===== config.mk =====
export PLATFORM = sky130hd
export DESIGN_NAME = scope_top
export DESIGN_NICKNAME = d
export VERILOG_FILES = /design/src/logic/scope_pkg.sv /design/src/logic/scope_capture_buffer.sv /design/src/logic/scope_cmd_decode.sv /design/src/logic/scope_top.sv /design/src/logic/scope_trigger_unit.sv
export SDC_FILE = /design/constraint.sdc
export NUM_CORES = 1
export LEC_CHECK = 0
export ABC_AREA = 1
export BUFFER_PORTS_ARGS = -buffer_cell sky130_fd_sc_hd__buf_2
export CAP_MARGIN = 20
export CORE_MARGIN = 2
export CORE_UTILIZATION = 30
export DETAILED_ROUTE_END_ITERATION = 7
export GPL_TIMING_DRIVEN = 0
export SYNTH_ARGS = -nofsm -noshare
export SYNTH_HDL_FRONTEND = slang
export SYNTH_SLANG_ARGS = --single-unit
export TNS_END_PERCENT = 1

===== constraint.sdc =====
create_clock -name adc_clk -period 7.66 [get_ports adc_clk]
set_input_delay 1.532 -clock adc_clk [delete_from_list [all_inputs] [get_ports adc_clk]]
set_output_delay 1.532 -clock adc_clk [all_outputs]
set_load 0.02 [all_outputs]

===== src/logic/scope_pkg.sv =====
package scope_pkg;

   // sample and buffer geometry
   localparam int ADC_W     = 12;          // adc sample width
   localparam int BUF_DEPTH = 64;          // words in sample memory
   localparam int ADDR_W    = 6;           // log2(BUF_DEPTH)
   localparam int NSAMP_W   = ADDR_W + 1;  // holds 1..BUF_DEPTH
   localparam int CNT_W     = 32;          // offset and trigger length counters

   // command opcodes carried with cmd_valid_i
   typedef enum logic [2:0] {
      OP_CFG    = 3'd0,  // data[0] source, data[1] polarity, data[2] wait
      OP_LEVEL  = 3'd1,  // data[11:0] adc threshold
      OP_OFFSET = 3'd2,  // post-trigger delay in adc cycles
      OP_NSAMP  = 3'd3,  // capture length, saturated to 1..BUF_DEPTH
      OP_ARM    = 3'd4,  // raise arm level
      OP_DISARM = 3'd5,  // drop arm level
      OP_FORCE  = 3'd6,  // trigger now
      OP_READ   = 3'd7   // data[7] length select, data[5:0] sample address
   } scope_op_e;

   // capture buffer fsm
   typedef enum logic [1:0] {
      CAP_IDLE   = 2'd0,  // ready for a trigger
      CAP_RECORD = 2'd1,  // filling memory
      CAP_DONE   = 2'd2   // full, waits for disarm
   } cap_state_e;

   // trigger and capture configuration
   typedef struct packed {
      logic               source;         // 1 internal adc compare, 0 ext pin
      logic               level_pol;      // 1 high/rising, 0 low/falling
      logic               wait_inactive;  // see inactive trigger before arming
      logic [ADC_W-1:0]   adc_level;      // compare threshold
      logic [CNT_W-1:0]   offset;         // cycles from trigger to capture
      logic [NSAMP_W-1:0] nsamp;          // samples per capture
   } scope_cfg_t;

   // readback request toward the capture buffer
   typedef struct packed {
      logic              valid;    // one cycle pulse
      logic              sel_len;  // 1 trigger length, 0 sample word
      logic [ADDR_W-1:0] addr;     // sample address
   } read_req_t;

endpackage


===== src/logic/scope_capture_buffer.sv =====
module scope_capture_buffer import scope_pkg::*; (
   input  logic             adc_clk,
   input  logic             reset,
   input  logic [ADC_W-1:0] adc_data_i,      // sample to store
   input  scope_cfg_t       cfg_i,           // nsamp used here
   input  logic             capture_go_i,    // delayed capture request
   input  logic             arm_level_i,     // low returns fsm to idle
   input  read_req_t        read_req_i,      // readback request
   input  logic [CNT_W-1:0] trig_length_i,   // for length readback
   output logic             buf_ready_o,     // idle, may arm
   output logic             capture_done_o,  // held while full
   output logic             rd_valid_o,      // one cycle after request
   output logic [31:0]      rd_data_o
);

   logic [ADC_W-1:0]  mem [BUF_DEPTH];  // sample memory
   cap_state_e        state;
   logic [ADDR_W-1:0] wr_ptr;           // next write address
   logic              wr_en;
   logic [ADDR_W-1:0] wr_addr;
   logic              last_wr;          // this write fills nsamp

   // first write happens in idle at address 0
   assign wr_en   = ((state == CAP_IDLE) & capture_go_i) | (state == CAP_RECORD);
   assign wr_addr = (state == CAP_IDLE) ? '0 : wr_ptr;
   assign last_wr = ({1'b0, wr_addr} == cfg_i.nsamp - 1'b1);

   assign buf_ready_o    = state == CAP_IDLE;
   assign capture_done_o = state == CAP_DONE;

   // capture fsm
   always_ff @(posedge adc_clk) begin
      if (reset) begin
         state  <= CAP_IDLE;
         wr_ptr <= '0;
      end else begin
         case (state)
            CAP_IDLE: begin
               if (capture_go_i) begin
                  wr_ptr <= ADDR_W'(1);  // sample 0 written now
                  state  <= last_wr ? CAP_DONE : CAP_RECORD;  // nsamp of 1
               end
            end
            CAP_RECORD: begin
               wr_ptr <= wr_ptr + 1'b1;
               if (last_wr) begin
                  state <= CAP_DONE;
               end
            end
            CAP_DONE: begin
               if (~arm_level_i) begin
                  state  <= CAP_IDLE;  // ready for next arm
                  wr_ptr <= '0;
               end
            end
            default: state <= CAP_IDLE;
         endcase
      end
   end

   // sample store
   always_ff @(posedge adc_clk) begin
      if (wr_en) begin
         mem[wr_addr] <= adc_data_i;
      end
   end

   // read port, valid pulse tracks request
   always_ff @(posedge adc_clk) begin
      if (reset) begin
         rd_valid_o <= 1'b0;
      end else begin
         rd_valid_o <= read_req_i.valid;
      end
   end

   // read data mux, zero-extend samples
   always_ff @(posedge adc_clk) begin
      if (read_req_i.valid) begin
         if (read_req_i.sel_len) begin
            rd_data_o <= 32'(trig_length_i);
         end else begin
            rd_data_o <= {{(32 - ADC_W){1'b0}}, mem[read_req_i.addr]};
         end
      end
   end

endmodule


===== src/logic/scope_cmd_decode.sv =====
module scope_cmd_decode import scope_pkg::*; (
   input  logic        adc_clk,
   input  logic        reset,
   input  logic        cmd_valid_i,  // one cycle per command
   input  scope_op_e   cmd_op_i,
   input  logic [31:0] cmd_data_i,
   output scope_cfg_t  cfg_o,        // registered configuration
   output logic        arm_level_o,  // held between ARM and DISARM
   output logic        force_now_o,  // one cycle pulse
   output read_req_t   read_req_o    // one cycle request
);

   logic [NSAMP_W-1:0] nsamp_sat;  // clamped capture length

   // clamp sample count into 1..BUF_DEPTH
   always_comb begin
      if (cmd_data_i == 32'd0) begin
         nsamp_sat = NSAMP_W'(1);  // zero would never finish
      end else if (cmd_data_i > 32'(BUF_DEPTH)) begin
         nsamp_sat = NSAMP_W'(BUF_DEPTH);  // cap at memory size
      end else begin
         nsamp_sat = cmd_data_i[NSAMP_W-1:0];
      end
   end

   // configuration register
   always_ff @(posedge adc_clk) begin
      if (reset) begin
         cfg_o       <= '0;
         cfg_o.nsamp <= NSAMP_W'(BUF_DEPTH);  // default full buffer
      end else if (cmd_valid_i) begin
         case (cmd_op_i)
            OP_CFG: begin
               cfg_o.source        <= cmd_data_i[0];
               cfg_o.level_pol     <= cmd_data_i[1];
               cfg_o.wait_inactive <= cmd_data_i[2];
            end
            OP_LEVEL:  cfg_o.adc_level <= cmd_data_i[ADC_W-1:0];
            OP_OFFSET: cfg_o.offset    <= cmd_data_i[CNT_W-1:0];
            OP_NSAMP:  cfg_o.nsamp     <= nsamp_sat;
            default: ;  // other opcodes leave config alone
         endcase
      end
   end

   // arm level, force and read pulses
   always_ff @(posedge adc_clk) begin
      if (reset) begin
         arm_level_o <= 1'b0;
         force_now_o <= 1'b0;
         read_req_o  <= '0;
      end else begin
         force_now_o      <= 1'b0;  // pulses by default
         read_req_o.valid <= 1'b0;
         if (cmd_valid_i) begin
            case (cmd_op_i)
               OP_ARM:    arm_level_o <= 1'b1;
               OP_DISARM: arm_level_o <= 1'b0;
               OP_FORCE:  force_now_o <= 1'b1;
               OP_READ: begin
                  read_req_o.valid   <= 1'b1;
                  read_req_o.sel_len <= cmd_data_i[7];         // length word
                  read_req_o.addr    <= cmd_data_i[ADDR_W-1:0];  // sample index
               end
               default: ;  // config writes handled above
            endcase
         end
      end
   end

endmodule


===== src/logic/scope_top.sv =====
module scope_top import scope_pkg::*; (
   input  logic             adc_clk,
   input  logic             reset,
   input  logic [ADC_W-1:0] adc_data_i,      // adc samples
   input  logic             ext_trigger_i,   // external trigger pin
   input  logic             cmd_valid_i,     // command strobe
   input  scope_op_e        cmd_op_i,
   input  logic [31:0]      cmd_data_i,
   output logic             arm_o,           // arm accepted
   output logic             armed_o,         // armed and qualified
   output logic             capture_go_o,    // capture running
   output logic             capture_done_o,  // buffer full
   output logic             rd_valid_o,      // readback pulse
   output logic [31:0]      rd_data_o
);

   scope_cfg_t       cfg;          // decode to trigger and buffer
   read_req_t        read_req;     // decode to buffer
   logic             arm_level;
   logic             force_now;
   logic             buf_ready;    // buffer to trigger
   logic [CNT_W-1:0] trig_length;  // trigger to buffer

   // decode stage
   scope_cmd_decode u_decode (
      .adc_clk     (adc_clk),
      .reset       (reset),
      .cmd_valid_i (cmd_valid_i),
      .cmd_op_i    (cmd_op_i),
      .cmd_data_i  (cmd_data_i),
      .cfg_o       (cfg),
      .arm_level_o (arm_level),
      .force_now_o (force_now),
      .read_req_o  (read_req)
   );

   // execute stage
   scope_trigger_unit u_trigger (
      .adc_clk        (adc_clk),
      .reset          (reset),
      .adc_data_i     (adc_data_i),
      .ext_trigger_i  (ext_trigger_i),
      .cfg_i          (cfg),
      .arm_level_i    (arm_level),
      .force_now_i    (force_now),
      .buf_ready_i    (buf_ready),
      .capture_done_i (capture_done_o),
      .arm_o          (arm_o),
      .armed_o        (armed_o),
      .capture_go_o   (capture_go_o),
      .trig_length_o  (trig_length)
   );

   // result stage
   scope_capture_buffer u_buffer (
      .adc_clk        (adc_clk),
      .reset          (reset),
      .adc_data_i     (adc_data_i),
      .cfg_i          (cfg),
      .capture_go_i   (capture_go_o),
      .arm_level_i    (arm_level),
      .read_req_i     (read_req),
      .trig_length_i  (trig_length),
      .buf_ready_o    (buf_ready),
      .capture_done_o (capture_done_o),
      .rd_valid_o     (rd_valid_o),
      .rd_data_o      (rd_data_o)
   );

endmodule


===== src/logic/scope_trigger_unit.sv =====
module scope_trigger_unit import scope_pkg::*; (
   input  logic             adc_clk,
   input  logic             reset,
   input  logic [ADC_W-1:0] adc_data_i,      // current sample
   input  logic             ext_trigger_i,   // external trigger pin
   input  scope_cfg_t       cfg_i,
   input  logic             arm_level_i,     // from decode
   input  logic             force_now_i,     // one cycle force
   input  logic             buf_ready_i,     // capture buffer idle
   input  logic             capture_done_i,  // capture buffer full
   output logic             arm_o,           // arm seen
   output logic             armed_o,         // arm qualified by trigger state
   output logic             capture_go_o,    // delayed by offset
   output logic [CNT_W-1:0] trig_length_o    // active cycles since arm edge
);

   logic             adc_trig;        // threshold compare
   logic             trig_sel;        // chosen trigger source
   logic             trig_active;     // trigger matches polarity
   logic             fire;            // start capture this cycle
   logic             disarm_latch;    // blocks re-arm until disarm
   logic             capture_go_int;  // undelayed capture request
   logic             clear_go;        // drops capture requests
   logic [CNT_W-1:0] delay_cnt;       // cycles since capture_go_int
   logic             arm_level_q;     // arm level one cycle ago
   logic             arm_rise;        // fresh ARM

   assign adc_trig    = adc_data_i > cfg_i.adc_level;
   assign trig_sel    = cfg_i.source ? adc_trig : ext_trigger_i;
   assign trig_active = trig_sel == cfg_i.level_pol;
   assign fire        = (trig_active & armed_o) | force_now_i;
   assign clear_go    = reset | capture_done_i | ~arm_level_i;
   assign arm_rise    = arm_level_i & ~arm_level_q;

   // set on trigger, cleared only once arm drops and capture ends
   always_ff @(posedge adc_clk) begin
      if (reset) begin
         disarm_latch <= 1'b0;
      end else if (fire) begin
         disarm_latch <= 1'b1;
      end else if (~arm_level_i & ~capture_go_int) begin
         disarm_latch <= 1'b0;
      end
   end

   // arm follows the command only
   always_ff @(posedge adc_clk) begin
      if (reset | disarm_latch) begin
         arm_o <= 1'b0;
      end else if (arm_level_i) begin
         arm_o <= 1'b1;
      end
   end

   // armed also needs an idle buffer and, with wait set, an inactive trigger
   always_ff @(posedge adc_clk) begin
      if (reset | disarm_latch) begin
         armed_o <= 1'b0;
      end else if (arm_level_i & buf_ready_i &
                   (~trig_active | ~cfg_i.wait_inactive)) begin
         armed_o <= 1'b1;
      end
   end

   // capture request, held until done or disarm
   always_ff @(posedge adc_clk) begin
      if (clear_go) begin
         capture_go_int <= 1'b0;
      end else if (fire) begin
         capture_go_int <= 1'b1;
      end
   end

   // counts from the cycle capture_go_int is seen
   always_ff @(posedge adc_clk) begin
      if (reset | ~capture_go_int) begin
         delay_cnt <= '0;
      end else begin
         delay_cnt <= delay_cnt + 1'b1;
      end
   end

   // goes high offset+1 cycles after capture_go_int
   always_ff @(posedge adc_clk) begin
      if (clear_go | ~capture_go_int) begin
         capture_go_o <= 1'b0;
      end else if (delay_cnt == cfg_i.offset) begin
         capture_go_o <= 1'b1;  // sticky until cleared
      end
   end

   // arm edge detect for the length counter
   always_ff @(posedge adc_clk) begin
      if (reset) begin
         arm_level_q <= 1'b0;
      end else begin
         arm_level_q <= arm_level_i;
      end
   end

   // trigger length, no handling of repeated toggles
   always_ff @(posedge adc_clk) begin
      if (reset | arm_rise) begin
         trig_length_o <= '0;  // restart on each ARM
      end else if (trig_active) begin
         trig_length_o <= trig_length_o + 1'b1;
      end
   end

endmodule


Word level (Yosys, flattened, before mapping):

Memories as Yosys holds them, arrays and structs flattened. A register that Yosys moved wholly into a read port is not among the register bits.
Index checks and enable logic that the tools add are counted.

* memories kept: 1
* register bits: 175
* logic and storage cells: 104
* memory bits (writable): 768
* output and inout bits: 37

* magnitude comparators: 2
* muxes and demuxes: 22
* add/subtract/negate cells: 4
* reductions and logical operators: 15
* equal/unequal tests: 15
* bitwise operators: 21

Memory list
* u_buffer.mem: words 64, width 12, rd ports 1, clocked after memory_dff 1, write ports 1, RTL line scope_capture_buffer.sv:16 `logic [ADC_W-1:0] mem [BUF_DEPTH];`

Operators by type and width (number)
* 32-bit by 1-bit adder with 32-bit output, second input constant: 2
* 32-bit equality test: 1
* 32-bit by 7-bit greater-than comparator with 1-bit output, second input constant: 1
* 32-bit logical NOT: 1
* 6-bit two-way mux: 5
* 6-bit case mux with 3 select lines: 1
* 7-bit two-way mux: 2
* 3-bit equality test, second input constant: 4
* 12-bit greater-than comparator: 1
* 12-bit two-way mux: 1
* 2-bit AND reduction: 6
* 1-bit bitwise OR: 9
* 2-bit two-way mux: 4
* 8-bit two-way mux: 1
* 6-bit by 7-bit equality test with 1-bit output: 1
* 7-bit by 1-bit subtractor with 7-bit output, second input constant: 1
* 6-bit by 1-bit adder with 6-bit output, second input constant: 1
* 1-bit bitwise AND: 6
* 3-bit by 2-bit equality test with 1-bit output, second input constant: 2
* 1-bit two-way mux: 6
* 1-bit NOT: 6
* 2-bit case mux with 3 select lines: 1
* 3-bit AND reduction: 2
* 2-bit inequality test, second input constant: 2
* other kinds (11): 12

Longest topological paths before layout:

Gate-level depths: netlist of run 1.

* word-level depth: 6
* depth in mapped cells: 17

Modules after synthesis:

Synthesis of run 1 repeated with hierarchy kept, for this count alone.

* cells, all modules: 3851
* area, all modules: 40443.8 µm²

By module, submodules not included
* scope_capture_buffer: cells an instance 2871, area each 33453.3 µm², sequential area each 24203.2 µm², instances 1
* scope_trigger_unit: cells an instance 673, area each 4540.6 µm², sequential area each 1401.3 µm², instances 1
* scope_cmd_decode: cells an instance 307, area each 2449.8 µm², sequential area each 1281.2 µm², instances 1

Worst setup path before layout of run 1:

No wires, ideal clock.

* path type: input port to flip-flop
* from: input adc_data_i[11]
* to: register u_trigger.trig_length_o[25]
* setup slack: 4725 ps
* setup time: 70 ps
* stages: 14
* arrival: 2865 ps
* required time: 7590 ps
* buffers on the path: 1
* cells stage by stage: ha_1 > nand2_1 > inv_2 > nand2_1 > nor2_1 > nand2_1 > nand2_1 > inv_1 > nand2_1 > nand3_1 > nand2_2 > buf_2 > nand2_1 > a21oi_1

* word-level cells in the longest chain between the ends: 3

RTL lines
* from (decl): RTL line scope_top.sv:4 `input logic [ADC_W-1:0] adc_data_i,`
* 12-bit greater-than comparator: RTL line scope_trigger_unit.sv:28 `assign adc_trig = adc_data_i > cfg_i.adc_level;`
* 1-bit two-way mux: RTL line scope_trigger_unit.sv:29 `assign trig_sel = cfg_i.source ? adc_trig : ext_trigger_i;`
* 1-bit equality test: RTL line scope_trigger_unit.sv:30 `assign trig_active = trig_sel == cfg_i.level_pol;`
* to (signal assigned): RTL line scope_trigger_unit.sv:106 `trig_length_o <= trig_length_o + 1'b1;`
* to (decl): RTL line scope_trigger_unit.sv:14 `output logic [CNT_W-1:0] trig_length_o`

Every way passes these cells.
A chain may end at the register's enable or synchronous reset.

Final worst setup path of run 1:

* from: register u_buffer.state[0]
* to: memory u_buffer.mem[17][3] (enable)

* word-level cells in the longest chain between the ends: 5
* elaborated cells between the ends (all ways): 7
* those cells by class: eq/ne: 1; mux: 3; bitwise: 2; reduce/logical: 1

RTL lines
* from (decl): RTL line scope_capture_buffer.sv:17 `cap_state_e state;`
* from (signal assigned): RTL line scope_capture_buffer.sv:41 `state <= last_wr ? CAP_DONE : CAP_RECORD;`
* 2-bit logical NOT: RTL line scope_capture_buffer.sv:24, scope_capture_buffer.sv:25
* 1-bit bitwise AND: RTL line scope_capture_buffer.sv:24 `assign wr_en = ((state == CAP_IDLE) & capture_go_i) | (state == CAP_RECORD);`
* 1-bit bitwise OR: RTL line scope_capture_buffer.sv:24
* 1-bit two-way mux: RTL line scope_capture_buffer.sv:63 `if (wr_en) begin`
* 1-bit two-way mux (implied by the code): RTL line scope_capture_buffer.sv:64 `mem[wr_addr] <= adc_data_i;`
* to (decl): RTL line scope_capture_buffer.sv:16

Several ways; a longest one is shown, not always the timed one.

==> results.json, run 1 <==
{
  "cts_tree": "built",
  "place_congestion": 0.923,
  "dieArea_sq_mm": 0.136,
  "synth_top_cell_area_share": 0.603,
  "fp.dieW_um": 368,
  "clk_latency_ns": 0.71,
  "fp-row-count": 133,
  "grt_max_degree": 66,
  "path_max_fanout": 8,
  "cts_made_buffers": 98,
  "grt_pass1_vias": 27900,
  "drive_gt1_frac": 0.118,
  "core_sq_mm": 0.132,
  "vias": 29100,
  "clock_skew_ns": 0.0380,
  "crit_required_ns": 8.06,
  "p_per_area_mw_per_mm2": 232,
  "wire_per_inst_um": 21.1,
  "grt.overflow.total": 0,
  "first_pass_iters": 6,
  "avgSynthCellArea_sq_um": 10.5,
  "synthFlopType": "edfxtp_1",
  "yosysSeqAreaShare": 0.678,
  "wirelength_um": 124000,
  "setup_viol": 0,
  "cts_sinks": 949,
  "critPathMostFrequentCell": "nor2_1",
  "end_kind": "flip-flop",
  "syn_inst": 3781,
  "p_leak_nw": 16.4,
  "synth_area_leaders": "edfxtp_1, nand2_1, nand3_1, dfxtp_1, nor2_1",
  "place_ws_ns": 3.51,
  "max_slew_margin": 0.297,
  "ys_types": 44,
  "ios": 88,
  "drc": 0,
  "fmax_ghz": 0.276,
  "grt_pass1_wl_um": 181000,
  "tightest_slew_ns": 1.05,
  "synth_seq_cells": 949,
  "stdcell_area_sq_mm": 0.0465,
  "initial_utilization": 0.303,
  "synth.cells.most_frequent": "nand2_1, edfxtp_1, nand3_1",
  "hold_ws_ns": 0.452,
  "yosysTopAreaCell": "edfxtp_1",
  "ant_nets": 0,
  "cts-hold-fix-buffers": 0,
  "peakVddDrop_uv": 179,
  "tns_ns": 0,
  "die_h_um": 368,
  "io_buffers": 87,
  "cp-start-kind": "flip-flop",
  "synth_nets": 3851,
  "critPathKind": "flip-flop to flip-flop",
  "grt_use_total": 0.179,
  "vias_per_cell": 4.96,
  "cap_violations": 0,
  "synth_edf_count": 800,
  "rsz0062_at_grt": "no",
  "crit_chain": "inv_1 > ha_1 > nor2_1 > nand4_1 > nor2_1 > buf_4",
  "cts_resized": 0,
  "antenna_found_initial": 12,
  "postCtsSetupBuffers": 0,
  "final-hold-violation-count": 0,
  "arrival_ns": 4.02,
  "placed_area_sq_mm": 0.0435,
  "hpwl_um": 87400,
  "slew_violations": 0,
  "slowest_delay_ns": 0.88,
  "post-route-period-util": 0.472,
  "synthToLayoutAreaGrowth_pct": 16.7,
  "cts_root_buf": "clkbuf_16",
  "cts.clk_slew.worst_paths_ns": 0.06,
  "stdcell_count": 5870,
  "synthArstFlopShare": 0,
  "finalWorstPathRequiredPeriod_ns": 3.62,
  "cts_max_level": 3,
  "cts_buffer_depth": 3,
  "hp-class": "flip-flop to flip-flop",
  "fin_ws_ns": 4.04,
  "critPathSlowestCell": "nor2_1",
  "dp_cells": 5685,
  "status": "finished, final reports clean",
  "syn-cell-area_sq_mm": 0.0399,
  "ys_warn_count": 0,
  "initialDrtViolationCount": 3275,
  "nets": 4102,
  "yosysMostFrequentCell": "nand2_1"
}
[flip-flops by register name, summed over array words and instances (netlist names), 2 cells and up, named ones only]
register,cells
u_buffer.state,2
u_trigger.delay_cnt,32
u_trigger.trig_length_o,32
u_decode.read_req_o,8
u_buffer.rd_data_o,32
u_decode.cfg_o,54
u_buffer.mem,768
u_buffer.wr_ptr,6
[final timing paths]
check	endpoint	startpoint	cells after the start	slack (ns)
max	u_buffer.mem[17][3]$_DFFE_PP_	u_buffer.state[0]$_SDFFE_PP0P_	6	4.04
min reg2reg	u_decode.cfg_o[39]$_SDFFE_PP0P_	u_decode.cfg_o[39]$_SDFFE_PP0P_	2	0.45
max reg2reg	u_buffer.mem[17][3]$_DFFE_PP_	u_buffer.state[0]$_SDFFE_PP0P_	6	4.04
min	u_decode.cfg_o[39]$_SDFFE_PP0P_	u_decode.cfg_o[39]$_SDFFE_PP0P_	2	0.45
[final cells by class]
| type | count | area (sq um) |
|---|---|---|
| Inverter | 174 | 653 |
| Sequential cell | 949 | 27000 |
| Antenna cell | 2 | 5.00 |
| Timing Repair Buffer | 151 | 1290 |
| Buffer | 205 | 923 |
| Tap cell | 1755 | 2200 |
| Clock buffer | 129 | 2660 |
| Fill cell | 12900 | 85100 |
| Multi-Input combinational cell | 2453 | 11400 |
| Clock inverter | 52 | 390 |
[cells by family after synthesis]
kind of cell	Yosys count	synth area share
compound gates	216	0.0280
simple gates	2165	0.237
buf+inv	379	0.0396
flops	949	0.678
fa+ha+maj	19	0.00596
xor+xnor	53	0.0116
[power breakdown]
part,switching (W),internal [W]
sequential,0.0000140,0.00561
clock,0.00205,0.00253
combinational,0.000445,0.000142
[layout by cell type (no fill, tap or decap), drive strengths merged]
| master | instances |
|---|---|
| buf | 281 |
| nand2 | 1070 |
| a31oi | 4 |
| ha | 19 |
| bufinv | 2 |
| a221oi | 1 |
| clkinv | 43 |
| dfxtp | 149 |
| o21a | 4 |
| o31ai | 1 |
| or2 | 10 |
| nand4 | 22 |
| edfxtp | 800 |
| nor3b | 6 |
| a21oi | 124 |
| and2 | 1 |
| o21ai | 78 |
| nor2 | 203 |
| a21o | 1 |
| clkbuf | 204 |
| diode | 2 |
| xnor2 | 29 |
| nand3 | 791 |
| nor3 | 45 |
| xor2 | 24 |
| inv | 178 |
| clkinvlp | 3 |
| and3 | 1 |
| nand3b | 7 |
| nor4 | 9 |
| a211oi | 3 |
[per-layer routing]
| metal | vias up | part of all wire | track usage |
|---|---|---|---|
| li1 | 13600 | - | - |
| met3 | 280 | 0.091 | 0.0388 |
| met5 | - | 0.00069 | 0 |
| met1 | 13900 | 0.40 | 0.227 |
| met2 | 1332 | 0.47 | 0.293 |
| met4 | 16 | 0.046 | 0.0775 |
[per-stage QoR]
step	util	total power, W
3_3_place_gp	0.323	0.00630
5_1_grt	0.353	0.0111
2_1_floorplan	-	0.00602
4_1_cts	0.353	0.0108
3_5_place_dp	0.330	0.00631
6_report	0.353	0.0108
[worst max-delay path: cells and delay by family, from the launching register on]
kind | cells | cell delay (ns)
AND/OR/NAND/NOR | 3 | 2.22
adder cells (fa/ha/maj) | 1 | 0.32
buffers and inverters | 2 | 0.40
flip-flops | 1 | 0.35
Note: power is estimated with default switching activity, not from simulation.
==> inputs of run 2 (changes only) <==
--- a/config.mk
+++ b/config.mk
@@ -5,7 +5,7 @@
 export SDC_FILE = /design/constraint.sdc
 export NUM_CORES = 1
 export LEC_CHECK = 0
-export ABC_AREA = 1
+export ABC_AREA = 0
 export BUFFER_PORTS_ARGS = -buffer_cell sky130_fd_sc_hd__buf_2
 export CAP_MARGIN = 20
 export CORE_MARGIN = 2
==> constraint.sdc (replaced) <==
create_clock -name adc_clk -period 3.1 [get_ports adc_clk]
set_input_delay 0.62 -clock adc_clk [delete_from_list [all_inputs] [get_ports adc_clk]]
set_output_delay 0.62 -clock adc_clk [all_outputs]
set_load 0.02 [all_outputs]
==> results.json, run 2 <==
{
  "status": "finished with violations",
  "violations": "setup timing",
  "synth.cells.most_frequent": "edfxtp_1, mux4_2, nand2_1",
  "ant_nets": 0,
  "grt_pass1_vias": 20500,
  "stdcell_count": 4146,
  "initialDrtViolationCount": 2316,
  "grt_use_total": 0.148,
  "cts_buffer_depth": 3,
  "grt_max_degree": 50,
  "regMostFlops": "u_buffer.mem",
  "place_ws_ns": -1.14,
  "synth_area_leaders": "edfxtp_1, mux4_2, dfxtp_1, nand2_1, nor2_1",
  "place_congestion": 0.847,
  "final_common_cell": "edfxtp_1",
  "cts_made_buffers": 99,
  "slew_violations": 0,
  "clk_latency_ns": 0.69,
  "wirelength_um": 95800,
  "path_max_fanout": 10,
  "vias": 20800,
  "rsz0062_at_grt": "yes",
  "tns_ns": -2.57,
  "crit_required_ns": 3.49,
  "yosysTopAreaCell": "edfxtp_1",
  "ys_warn_count": 0,
  "clock_skew_ns": 0.0360,
  "yosysSeqAreaShare": 0.717,
  "grt.overflow.total": 0,
  "synth_seq_cells": 949,
  "largest_reg_flops": 768,
  "cp-start-kind": "flip-flop",
  "initial_utilization": 0.303,
  "synth_top_cell_area_share": 0.638,
  "synthArstFlopShare": 0,
  "synth_edf_count": 800,
  "cts_sinks": 949,
  "total_power_w": 0.0266,
  "setup_viol": 39,
  "dp_cells": 3953,
  "drive_gt1_frac": 0.264,
  "vias_per_cell": 5.01,
  "fin_ws_ns": -0.130,
  "p_per_area_mw_per_mm2": 595,
  "p_leak_nw": 13.6,
  "drc": 0,
  "max_slew_margin": 0.244,
  "hpwl_um": 66900,
  "fp-row-count": 129,
  "first_pass_iters": 5,
  "ios": 88,
  "synth_nets": 2229,
  "syn_inst": 2159,
  "hp-class": "input port to flip-flop",
  "fp.dieW_um": 358,
  "end_kind": "flip-flop",
  "wire_per_inst_um": 23.1,
  "dieArea_sq_mm": 0.128,
  "cts_root_buf": "clkbuf_16",
  "core_sq_mm": 0.124,
  "post-route-period-util": 1.04,
  "finalWorstPathRequiredPeriod_ns": 3.23,
  "fin_util": 0.360,
  "yosysMostFrequentCell": "edfxtp_1",
  "tightest_slew_ns": 1.13,
  "cap_violations": 0,
  "synthToLayoutAreaGrowth_pct": 18.8,
  "die_h_um": 358,
  "synthFlopType": "edfxtp_1",
  "final-hold-violation-count": 0,
  "grt_pass1_wl_um": 140000,
  "cts.clk_slew.worst_paths_ns": 0.06,
  "avgSynthCellArea_sq_um": 17.4,
  "peakVddDrop_uv": 427,
  "fmax_ghz": 0.310,
  "nets": 2491,
  "io_buffers": 86,
  "ys_types": 57,
  "cts_tree": "built",
  "arrival_ns": 3.62,
  "layout_common_cells": "edfxtp_1, mux4_2, nand2_1",
  "syn-cell-area_sq_mm": 0.0377,
  "critPathKind": "flip-flop to flip-flop",
  "cts_max_level": 3,
  "antenna_found_initial": 3,
  "largest_registers": "u_buffer.mem (768), u_decode.cfg_o (54)"
}
-- run 2: cell count changes after synthesis, moves of 44 or more --
cell / change
nand2_1: -890
nand3_1: -752
mux4_2: +229
inv_1: -126
buf_2: -67
nor2_1: -49
a21oi_1: -44
-- run 2: critical path, cell delays in order, from the launching register on --
cell and delay [ns]:
dfxtp_1 0.31, inv_1 0.09, ha_1 0.18, clkbuf_1 0.36
inv_1 0.20, nor2_1 0.30, nand2_1 0.60, nor2_2 0.67
buf_6 0.22
-- run 2: what timing repair did --
action	4_1_cts	5_1_grt
hold buffers	0	0
pin swaps	5	2
endpoints found under the setup margin	270	440
gates cloned	0	1
resized for setup	97	47
buffers inserted	0	3
-- run 2: kinds of logic (layout without fill, tap and decap cells) --
| group | count (synthesis) | after routing | share of synthesized area |
|---|---|---|---|
| other cells | 0 | 3 | 0 |
| flops | 949 | 949 | 0.717 |
| simple gates | 530 | 530 | 0.0672 |
| xor+xnor | 69 | 69 | 0.0160 |
| mux | 252 | 252 | 0.143 |
| buf+inv | 135 | 482 | 0.0152 |
| fa+ha+maj | 19 | 19 | 0.00631 |
| compound gates | 205 | 205 | 0.0350 |
-- run 2: through the flow --
| stage | area, sq um | hold WS, ns |
|---|---|---|
| 6_report | 44700 | 0.203 |
| 5_1_grt | 44700 | 0.198 |
| 4_1_cts | 44500 | 0.173 |
| 2_1_floorplan | 37700 | 0.416 |
| 3_5_place_dp | 41000 | 0.452 |
| 3_3_place_gp | 40100 | 0.447 |
-- run 2: area by class of cell --
type | count | area (sq um)
clock inverter | 56 | 596
clock buffer | 130 | 2660
timing repair buffer | 161 | 1390
multi-input combinational | 1075 | 10300
inverter | 26 | 97.6
buffer | 109 | 591
fill | 11500 | 79400
tap | 1637 | 2050
sequential | 949 | 27000
antenna | 3 | 7.51
-- run 2: layer usage --
metal,wire length (um),track usage
met1,40600,0.201
met2,45700,0.240
met3,7040,0.0286
met4,2370,0.0440
met5,22,0
-- run 2: final timing paths --
check                                                startpoint                              end  slack, ns  cells past startpoint
worst max-delay path             u_buffer.state[1]$_SDFFE_PP0P_    u_buffer.mem[52][4]$_DFFE_PP_      -0.13                      8
worst min-delay path                             cmd_data_i[22]  u_decode.cfg_o[29]$_SDFFE_PP0P_       0.20                      3
worst max register to register   u_buffer.state[1]$_SDFFE_PP0P_    u_buffer.mem[52][4]$_DFFE_PP_      -0.13                      8
worst min register to register  u_decode.cfg_o[50]$_SDFFE_PP0P_  u_decode.cfg_o[50]$_SDFFE_PP0P_       0.46                      2
-- run 2: where the power goes --
part           switching [W]  internal (W)  leakage, nW
Combinational       0.000619      0.000319         3.64
Clock                0.00504       0.00676         1.60
Sequential         0.0000329        0.0139         8.37
